<file path="src/rtl/bp_cfg.svh">
//////////////////////////////////////////////////
// Predictor sizes. BP_BTB_ENTRIES must be a power of two
// and BP_XLEN must stay above the BTB index bits plus two
//////////////////////////////////////////////////
`ifndef BP_CFG_SVH
`define BP_CFG_SVH

// PC and data width
`define BP_XLEN 32

// Return stack entries
`define BP_RSB_DEPTH 4

// BTB entries, direct mapped
`define BP_BTB_ENTRIES 16

// BTB index width, taken from PC bits above bit 1
`define BP_BTB_IDX_W ($clog2(`BP_BTB_ENTRIES))

// Tag keeps all PC bits above the index
`define BP_BTB_TAG_W (`BP_XLEN - `BP_BTB_IDX_W - 2)

`endif

</file>
<file path="src/rtl/bp_pkg.sv">
//////////////////////////////////////////////////
// Vector types shared by the predictor blocks
// Widths follow bp_cfg.svh
//////////////////////////////////////////////////
`include "bp_cfg.svh"

package bp_pkg;

  ////////////////////////////////////////////////
  // Address and instruction words
  ////////////////////////////////////////////////

  // Fetch and target address
  typedef logic [`BP_XLEN-1:0] pc_t;

  // Uncompressed instruction only
  typedef logic [31:0] instr_t;

  ////////////////////////////////////////////////
  // BTB fields
  ////////////////////////////////////////////////

  // Index bits sit just above the word offset
  typedef logic [`BP_BTB_IDX_W-1:0] btb_idx_t;

  // Remaining upper PC bits
  typedef logic [`BP_BTB_TAG_W-1:0] btb_tag_t;

endpackage

</file>
<file path="src/rtl/bp_link_decode.sv">
//////////////////////////////////////////////////
// JAL/JALR predecode with link hints on x1/x5
// Expects 32-bit uncompressed instructions only
//////////////////////////////////////////////////
`timescale 1ns/1ps
`include "bp_cfg.svh"

module bp_link_decode import bp_pkg::*; (
  input  instr_t fetch_instr_i,
  input  pc_t    fetch_pc_i,
  output logic   push_o,
  output logic   pop_o,
  output logic   is_jal_o,
  output logic   is_jalr_o,
  output pc_t    link_addr_o,
  output pc_t    jal_target_o
);

  // Major opcodes
  localparam logic [6:0] opc_jal  = 7'b1101111;
  localparam logic [6:0] opc_jalr = 7'b1100111;

  logic [4:0] rd;
  logic [4:0] rs1;
  logic       rd_link;
  logic       rs1_link;
  pc_t        j_imm;

  //////////////////////////////////////////////////
  // Field extraction
  //////////////////////////////////////////////////

  assign rd  = fetch_instr_i[11:7];
  assign rs1 = fetch_instr_i[19:15];

  assign is_jal_o  = (fetch_instr_i[6:0] == opc_jal);
  assign is_jalr_o = (fetch_instr_i[6:0] == opc_jalr);

  // x1 and x5 act as link registers
  assign rd_link  = (rd == 5'd1) || (rd == 5'd5);
  assign rs1_link = (rs1 == 5'd1) || (rs1 == 5'd5);

  //////////////////////////////////////////////////
  // Link hint table
  //////////////////////////////////////////////////

  always_comb begin
    push_o = 1'b0;
    pop_o  = 1'b0;
    if (is_jal_o) begin
      // No rs1 on JAL, so only a call is possible
      push_o = rd_link;
    end else if (is_jalr_o) begin
      // Push whenever rd links
      push_o = rd_link;
      // Pop on rs1 link unless rd is the same register
      pop_o  = rs1_link && !(rd_link && (rd == rs1));
    end
  end

  //////////////////////////////////////////////////
  // Addresses
  //////////////////////////////////////////////////

  // Return address of a call
  assign link_addr_o = fetch_pc_i + pc_t'(4);

  // J-immediate, sign extended from bit 31
  assign j_imm = {{(`BP_XLEN-20){fetch_instr_i[31]}},
                  fetch_instr_i[19:12],
                  fetch_instr_i[20],
                  fetch_instr_i[30:21],
                  1'b0};

  assign jal_target_o = fetch_pc_i + j_imm;

endmodule

</file>
<file path="src/rtl/bp_rsb.sv">
//////////////////////////////////////////////////
// Return stack, top at entry 0, oldest dropped on overflow
// No repair after a mispredict; empty returns last push
//////////////////////////////////////////////////
`timescale 1ns/1ps
`include "bp_cfg.svh"

module bp_rsb import bp_pkg::*; (
  input  logic clk_i,
  input  logic rst_ni,
  input  logic ena_i,
  input  pc_t  d_i,
  input  logic push_i,
  input  logic pop_i,
  output pc_t  q_o,
  output logic empty_o
);

  // Count holds 0 up to the full depth
  localparam int unsigned cnt_w = $clog2(`BP_RSB_DEPTH + 1);

  pc_t              stack_q [`BP_RSB_DEPTH];
  pc_t              last_push_q;
  logic [cnt_w-1:0] cnt_q;

  //////////////////////////////////////////////////
  // Storage
  //////////////////////////////////////////////////

  // Fallback value for returns on an empty stack
  always_ff @(posedge clk_i) begin
    if (ena_i && push_i) begin
      last_push_q <= d_i;
    end
  end

  always_ff @(posedge clk_i) begin
    if (ena_i) begin
      case ({push_i, pop_i})
        // Push shifts toward the bottom
        2'b10: begin
          stack_q[0] <= d_i;
          for (int n = 1; n < `BP_RSB_DEPTH; n++) begin
            stack_q[n] <= stack_q[n-1];
          end
        end
        // Pop shifts toward the top
        2'b01: begin
          for (int n = 0; n < `BP_RSB_DEPTH - 1; n++) begin
            stack_q[n] <= stack_q[n+1];
          end
        end
        // Coroutine swap overwrites the top
        2'b11: stack_q[0] <= d_i;
        default: ;
      endcase
    end
  end

  //////////////////////////////////////////////////
  // Occupancy
  //////////////////////////////////////////////////

  always_ff @(posedge clk_i or negedge rst_ni) begin
    if (!rst_ni) begin
      cnt_q <= '0;
    end else if (ena_i) begin
      case ({push_i, pop_i})
        // Saturates at depth
        2'b10: if (cnt_q != cnt_w'(`BP_RSB_DEPTH)) cnt_q <= cnt_q + 1'b1;
        2'b01: if (cnt_q != '0) cnt_q <= cnt_q - 1'b1;
        // Pop on empty is a no-op, so the push still lands
        2'b11: if (cnt_q == '0) cnt_q <= cnt_w'(1);
        default: ;
      endcase
    end
  end

  assign empty_o = (cnt_q == '0);

  // Top of stack or the last pushed address
  assign q_o = empty_o ? last_push_q : stack_q[0];

endmodule

</file>
<file path="src/rtl/bp_btb.sv">
//////////////////////////////////////////////////
// Direct-mapped BTB, one target per word-aligned PC
// Updates land at the next edge; same-cycle lookup sees old data
//////////////////////////////////////////////////
`timescale 1ns/1ps
`include "bp_cfg.svh"

module bp_btb import bp_pkg::*; (
  input  logic clk_i,
  input  logic rst_ni,

  // Lookup port from fetch
  input  pc_t  lookup_pc_i,
  output logic hit_o,
  output pc_t  target_o,

  // Update port from execute
  input  logic upd_vld_i,
  input  pc_t  upd_pc_i,
  input  pc_t  upd_target_i
);

  //////////////////////////////////////////////////
  // Arrays
  //////////////////////////////////////////////////

  // Valid is the only state cleared by reset
  logic [`BP_BTB_ENTRIES-1:0] valid_q;
  btb_tag_t                   tag_q    [`BP_BTB_ENTRIES];
  pc_t                        target_q [`BP_BTB_ENTRIES];

  btb_idx_t lookup_idx;
  btb_tag_t lookup_tag;
  btb_idx_t upd_idx;
  btb_tag_t upd_tag;

  //////////////////////////////////////////////////
  // PC slicing
  //////////////////////////////////////////////////

  // Bits 1:0 are always zero for 32-bit instructions
  assign lookup_idx = lookup_pc_i[`BP_BTB_IDX_W+1:2];
  assign lookup_tag = lookup_pc_i[`BP_XLEN-1:`BP_BTB_IDX_W+2];

  assign upd_idx = upd_pc_i[`BP_BTB_IDX_W+1:2];
  assign upd_tag = upd_pc_i[`BP_XLEN-1:`BP_BTB_IDX_W+2];

  //////////////////////////////////////////////////
  // Lookup
  //////////////////////////////////////////////////

  // Hit needs a valid entry and a full tag match
  assign hit_o    = valid_q[lookup_idx] && (tag_q[lookup_idx] == lookup_tag);
  assign target_o = target_q[lookup_idx];

  //////////////////////////////////////////////////
  // Update
  //////////////////////////////////////////////////

  always_ff @(posedge clk_i or negedge rst_ni) begin
    if (!rst_ni) begin
      valid_q <= '0;
    end else if (upd_vld_i) begin
      valid_q[upd_idx] <= 1'b1;
    end
  end

  // Replace whatever sat at this index
  always_ff @(posedge clk_i) begin
    if (upd_vld_i) begin
      tag_q[upd_idx]    <= upd_tag;
      target_q[upd_idx] <= upd_target_i;
    end
  end

endmodule

</file>
<file path="src/rtl/bp_next_pc.sv">
//////////////////////////////////////////////////
// Fixed-priority next PC select, fully combinational
// BTB hit counts as taken; no direction predictor
//////////////////////////////////////////////////
`timescale 1ns/1ps
`include "bp_cfg.svh"

module bp_next_pc import bp_pkg::*; (
  input  pc_t  fetch_pc_i,

  // Candidate targets
  input  pc_t  rsb_q_i,
  input  pc_t  jal_target_i,
  input  pc_t  btb_target_i,

  // Select qualifiers
  input  logic pop_i,
  input  logic is_jal_i,
  input  logic btb_hit_i,

  output pc_t  npc_o
);

  pc_t seq_pc;

  //////////////////////////////////////////////////
  // Fall-through
  //////////////////////////////////////////////////

  // Next sequential word
  assign seq_pc = fetch_pc_i + pc_t'(4);

  //////////////////////////////////////////////////
  // Priority select
  //////////////////////////////////////////////////

  // pop_i only rises for JALR returns and swaps
  always_comb begin
    if (pop_i) begin
      // Return address from the stack
      npc_o = rsb_q_i;
    end else if (is_jal_i) begin
      // Direct jump, target known at decode
      npc_o = jal_target_i;
    end else if (btb_hit_i) begin
      // Branches and non-return JALR
      npc_o = btb_target_i;
    end else begin
      npc_o = seq_pc;
    end
  end

endmodule

</file>
<file path="src/rtl/bp_top.sv">
//////////////////////////////////////////////////
// Next-fetch-address predictor, one instruction per cycle
// npc_o is valid only while fetch_vld_i is high
//////////////////////////////////////////////////
`timescale 1ns/1ps
`include "bp_cfg.svh"

module bp_top import bp_pkg::*; (
  input  logic   clk_i,
  input  logic   rst_ni,

  // Fetch group
  input  logic   fetch_vld_i,
  input  pc_t    fetch_pc_i,
  input  instr_t fetch_instr_i,

  // Resolved taken targets from execute
  input  logic   upd_vld_i,
  input  pc_t    upd_pc_i,
  input  pc_t    upd_target_i,

  output pc_t    npc_o,
  output logic   rsb_empty_o
);

  logic push;
  logic pop;
  logic is_jal;
  pc_t  link_addr;
  pc_t  jal_target;
  pc_t  rsb_q;
  logic btb_hit;
  pc_t  btb_target;

  //////////////////////////////////////////////////
  // Predecode
  //////////////////////////////////////////////////

  // JALR flag left open since pop already implies JALR
  bp_link_decode i_link_decode (
    .fetch_instr_i (fetch_instr_i),
    .fetch_pc_i    (fetch_pc_i),
    .push_o        (push),
    .pop_o         (pop),
    .is_jal_o      (is_jal),
    .is_jalr_o     (),
    .link_addr_o   (link_addr),
    .jal_target_o  (jal_target)
  );

  //////////////////////////////////////////////////
  // Return stack and BTB
  //////////////////////////////////////////////////

  // Stack only moves on a valid fetch
  bp_rsb i_rsb (
    .clk_i   (clk_i),
    .rst_ni  (rst_ni),
    .ena_i   (fetch_vld_i),
    .d_i     (link_addr),
    .push_i  (push),
    .pop_i   (pop),
    .q_o     (rsb_q),
    .empty_o (rsb_empty_o)
  );

  bp_btb i_btb (
    .clk_i        (clk_i),
    .rst_ni       (rst_ni),
    .lookup_pc_i  (fetch_pc_i),
    .hit_o        (btb_hit),
    .target_o     (btb_target),
    .upd_vld_i    (upd_vld_i),
    .upd_pc_i     (upd_pc_i),
    .upd_target_i (upd_target_i)
  );

  //////////////////////////////////////////////////
  // Selector
  //////////////////////////////////////////////////

  bp_next_pc i_next_pc (
    .fetch_pc_i   (fetch_pc_i),
    .rsb_q_i      (rsb_q),
    .jal_target_i (jal_target),
    .btb_target_i (btb_target),
    .pop_i        (pop),
    .is_jal_i     (is_jal),
    .btb_hit_i    (btb_hit),
    .npc_o        (npc_o)
  );

endmodule

</file>
<file path="config.mk">
export PLATFORM = sky130hd
export DESIGN_NAME = bp_top
export DESIGN_NICKNAME = d
export VERILOG_FILES = /design/src/rtl/bp_pkg.sv /design/src/rtl/bp_link_decode.sv /design/src/rtl/bp_rsb.sv /design/src/rtl/bp_btb.sv /design/src/rtl/bp_next_pc.sv /design/src/rtl/bp_top.sv
export VERILOG_INCLUDE_DIRS = /design/src /design/src/rtl
export SDC_FILE = /design/constraint.sdc
export NUM_CORES = 1
export LEC_CHECK = 0
export ABC_CLOCK_PERIOD_IN_PS = 3700
export BUFFER_PORTS_ARGS = -buffer_cell sky130_fd_sc_hd__buf_2
export CAP_MARGIN = 10
export CELL_PAD_IN_SITES_DETAIL_PLACEMENT = 0
export CELL_PAD_IN_SITES_GLOBAL_PLACEMENT = 1
export CORE_ASPECT_RATIO = 0.7
export CORE_MARGIN = 1.5
export CORE_UTILIZATION = 45
export CTS_CLUSTER_DIAMETER = 150
export DETAILED_ROUTE_END_ITERATION = 10
export MAX_ROUTING_LAYER = met4
export PLACE_DENSITY_LB_ADDON = 0.1
export REMOVE_ABC_BUFFERS = 1
export SYNTH_ARGS = -nofsm -noshare
export SYNTH_HDL_FRONTEND = slang
export SYNTH_SLANG_ARGS = --single-unit
</file>
<file path="constraint.sdc">
create_clock -name clk_i -period 3.7 [get_ports clk_i]
set_input_delay 0.37 -clock clk_i [delete_from_list [all_inputs] [get_ports clk_i]]
set_output_delay 0.37 -clock clk_i [all_outputs]
set_load 0.1 [all_outputs]
</file>
==> results.py <==
metrics = {
    "status": {
        "status": "finished, violations left",
        "violations": "setup timing",
    },
    "floorplanning": {
        "num_rows": 97,
        "io_pins": 165,
        "fp.dieW_um": 384.5,
        "initial_core_util_pct": 45.62,
        "die_h_um": 270.0,
        "core_area_mm2": 0.1005,
        "die_area_mm2": 0.1038,
    },
    "global_route": {
        "gr-usage-met1_pct": 39.08,
        "track_usage_pct": 26.39,
        "met2_usage_pct": 38.36,
        "gr-max-usage-layer": "met1",
        "grt_pass1_vias": 26160,
        "grt_pass1_wl_mm": 188.7,
        "grt-ovfl-total": 0,
        "grt_max_degree": 88,
        "antenna_found_initial": 10,
        "use_met3_pct": 5.430,
    },
    "drt": {
        "antenna_left": 0,
        "routed_wl_mm": 131.3,
        "drc": 0,
        "drtPass1Iterations": 6,
        "vias_per_cell": 5.814,
        "vias": 25700,
        "wl_per_cell_um": 29.70,
        "drt-initial-drc-count": 2780,
    },
    "placed_design": {
        "io_buffers": 162,
        "gp_congestion": 0.8563,
        "placed_area_mm2": 0.05116,
        "dp_hpwl_mm": 83.43,
        "dp_slack_ps": -834.7,
    },
    "synthesis": {
        "synth_area_leaders": "edfxtp_1, mux4_2, mux2i_1",
        "synth_top_cell_area_share_pct": 71.27,
        "muxShareOfSynthArea_pct": 15.28,
        "synth_top_family_by_area": "multiplexers",
        "yosys_register_bits": 1107,
        "synth-async-reset-ratio_pct": 1.716,
        "synth_edf_count": 1088,
        "synth.distinct_cells": 71,
        "synth_xor_area_share_pct": 1.720,
        "synth_adder_area_share_pct": 0.9171,
        "synthFlopType": "edfxtp_1",
        "ys_warn_count": 0,
        "netlist.top_cell.by_area": "edfxtp_1",
        "syn-cell-area_mm2": 0.04584,
        "synth-seq-area-share_pct": 72.31,
        "postSynthCellCount": 2504,
        "avgSynthCellArea_um2": 18.31,
        "synth_compound_area_share_pct": 3.071,
        "yosys.area_share.simple_pct": 5.175,
    },
    "timing": {
        "slew_headroom_pct": 44.92,
        "finalMaxSlewViolations": 0,
        "rsz0062_at_grt": "yes",
        "fmaxAchievable_ghz": 0.2214,
        "finalCritPeriodShare_pct": 122.1,
        "hold_viol_final": 0,
        "worst_slack_ps": -817.3,
        "skew_ps": 29.13,
        "setup_viol": 32,
        "post-route-min-period_ps": 4517,
        "setup_tns_ps": -24080,
        "tightest_slew_ps": 824.4,
    },
    "power_and_ir_drop": {
        "peakVddDrop_v": 0.0003597,
        "powerDensity_mw_per_mm2": 497.2,
        "power.total_mw": 27.45,
        "cellLeakagePower_nw": 19.06,
    },
    "cts": {
        "insertion_delay_ps": 710,
        "cts.clk_slew.worst_paths_ps": 60,
        "root_buffer": "clkbuf_16",
        "cts_made_buffers": 106,
        "cts_buffer_depth": 3,
        "htree_levels": 3,
        "cts_tree": "built",
        "cts.sink_count": 1107,
    },
    "min_path": {
        "min-delay-start": "upd_pc_i[28]",
        "hp-class": "primary input to register",
    },
    "final_layout": {
        "fill_cells": 7814,
        "multiInputGateArea_mm2": 0.01227,
        "final_common_cell": "edfxtp_1",
        "final_cell_mix": "edfxtp_1, nand2_1, buf_4, mux4_2, nor2_1",
        "seqCellArea_mm2": 0.03315,
        "fin_util_pct": 54.95,
        "drive_above_1_share_pct": 31.30,
        "final_cell_area_mm2": 0.05522,
        "fin_nets": 3153,
        "area_delta_synth_final_pct": 20.45,
    },
    "critical_path": {
        "crit_type": "register to primary output",
        "crit_path_start_kind": "register",
        "cp-end-kind": "primary output",
        "path_max_fanout": 10,
        "critPathRequiredTime_ps": 3330,
        "setup.worst_path.start": "i_btb.tag_q[11][6]",
        "reg2reg_from": "i_rsb.cnt_q[0]",
        "cp.arrival_ps": 4150,
    },
    "flow_run": {
        "max-cap-violations": 0,
    },
}
==> cell type report <==
| type | count | area share, % |
|---|---|---|
| Sequential cell | 1107 | 60.03 |
| Multi-Input combinational cell | 1259 | 22.23 |
| Timing Repair Buffer | 502 | 8.323 |
| Clock buffer | 140 | 5.074 |
| Tap cell | 1336 | 3.027 |
| Clock inverter | 57 | 1.199 |
| Inverter | 12 | 0.08158 |
| Antenna cell | 8 | 0.03626 |
==> sequential cells by signal, summed over array words and instances (netlist names) <==
register	cells
i_rsb.stack_q	128
i_btb.target_q	512
i_btb.tag_q	416
i_btb.valid_q	16
i_rsb.last_push_q	32
i_rsb.cnt_q	3
==> metal layers <==
layer / up-vias / routed length [um]
met4: 0 / 1814
met1: 13700 / 60020
met2: 892 / 59860
li1: 10980 / -
met5: - / 0
met3: 133 / 9623
==> synth_stat cells, drive strengths merged (13+ instances only) <==
library cell	instances
nor3	19
a21oi	54
xor2	23
xnor2	67
mux2i	100
and3	16
a21o	18
buf	63
ha	32
o21ai	36
clkbuf	63
nand3	21
dfrtp	19
mux4	255
a211oi	13
mux2	23
nor2	150
nand2	262
o22ai	28
edfxtp	1088
or2	18
==> worst max-delay path, stage by stage, from the launching register on <==
cell and delay [ps]:
edfxtp_1 390, mux4_2 510, mux2i_4 170, xnor2_2 100, nor4_2 300, nand4_1 260, a2111oi_4 470, buf_4 210
nand2_8 60, buf_12 170, nand2_1 70, o21ai_0 70, a221oi_1 310, buf_4 180, buf_12 160
==> through the flow <==
step / cells / hold WS [ps]
after global routing: 4419 / 19.04
final: 4421 / 44.62
after floorplan: 2378 / 74.41
after global placement: 4178 / 355.5
after detailed placement: 4178 / 357.9
after CTS: 4414 / 0.1238
==> power by group <==
part	internal, mW	switching (mW)	total [mW]
logic	1.06	1.40	2.46
registers	14.0	0.0620	14.1
clock network	6.20	4.73	10.9
total	21.3	6.20	27.5
==> logic make-up (layout without fill, tap and decap cells) <==
kind of cell | count (synthesis) | in the layout
compound gates | 214 | 214
flops | 1107 | 1107
simple gates | 544 | 544
mux | 378 | 378
buf+inv | 138 | 711
xor+xnor | 90 | 90
other cells | 0 | 8
fa+ha+maj | 33 | 33
==> path summary, 6_finish.rpt <==
| kind | end | slack (ps) | depth (start not counted) |
|---|---|---|---|
| setup reg to reg | i_rsb.cnt_q[2] | 1990 | 5 |
| hold reg to reg | i_rsb.stack_q[3][31] | 450 | 0 |
| min in group asynchronous | i_rsb.cnt_q[2] | 180 | 2 |
| setup / recovery | npc_o[2] | -820 | 14 |
| max in group asynchronous | i_btb.valid_q[6] | 3160 | 2 |
| hold / removal | i_btb.tag_q[10][22] | 40 | 1 |
==> repair_timing <==
action,4_1_cts,5_1_grt
setup buffers,1,0
endpoints found under the hold margin,460,0
setup endpoints to repair,32,32
cloned,2,0
hold buffers,36,0
pin swaps,19,11
gates resized for setup,18,15
No activity file was read; power rests on OpenSTA's default activity.
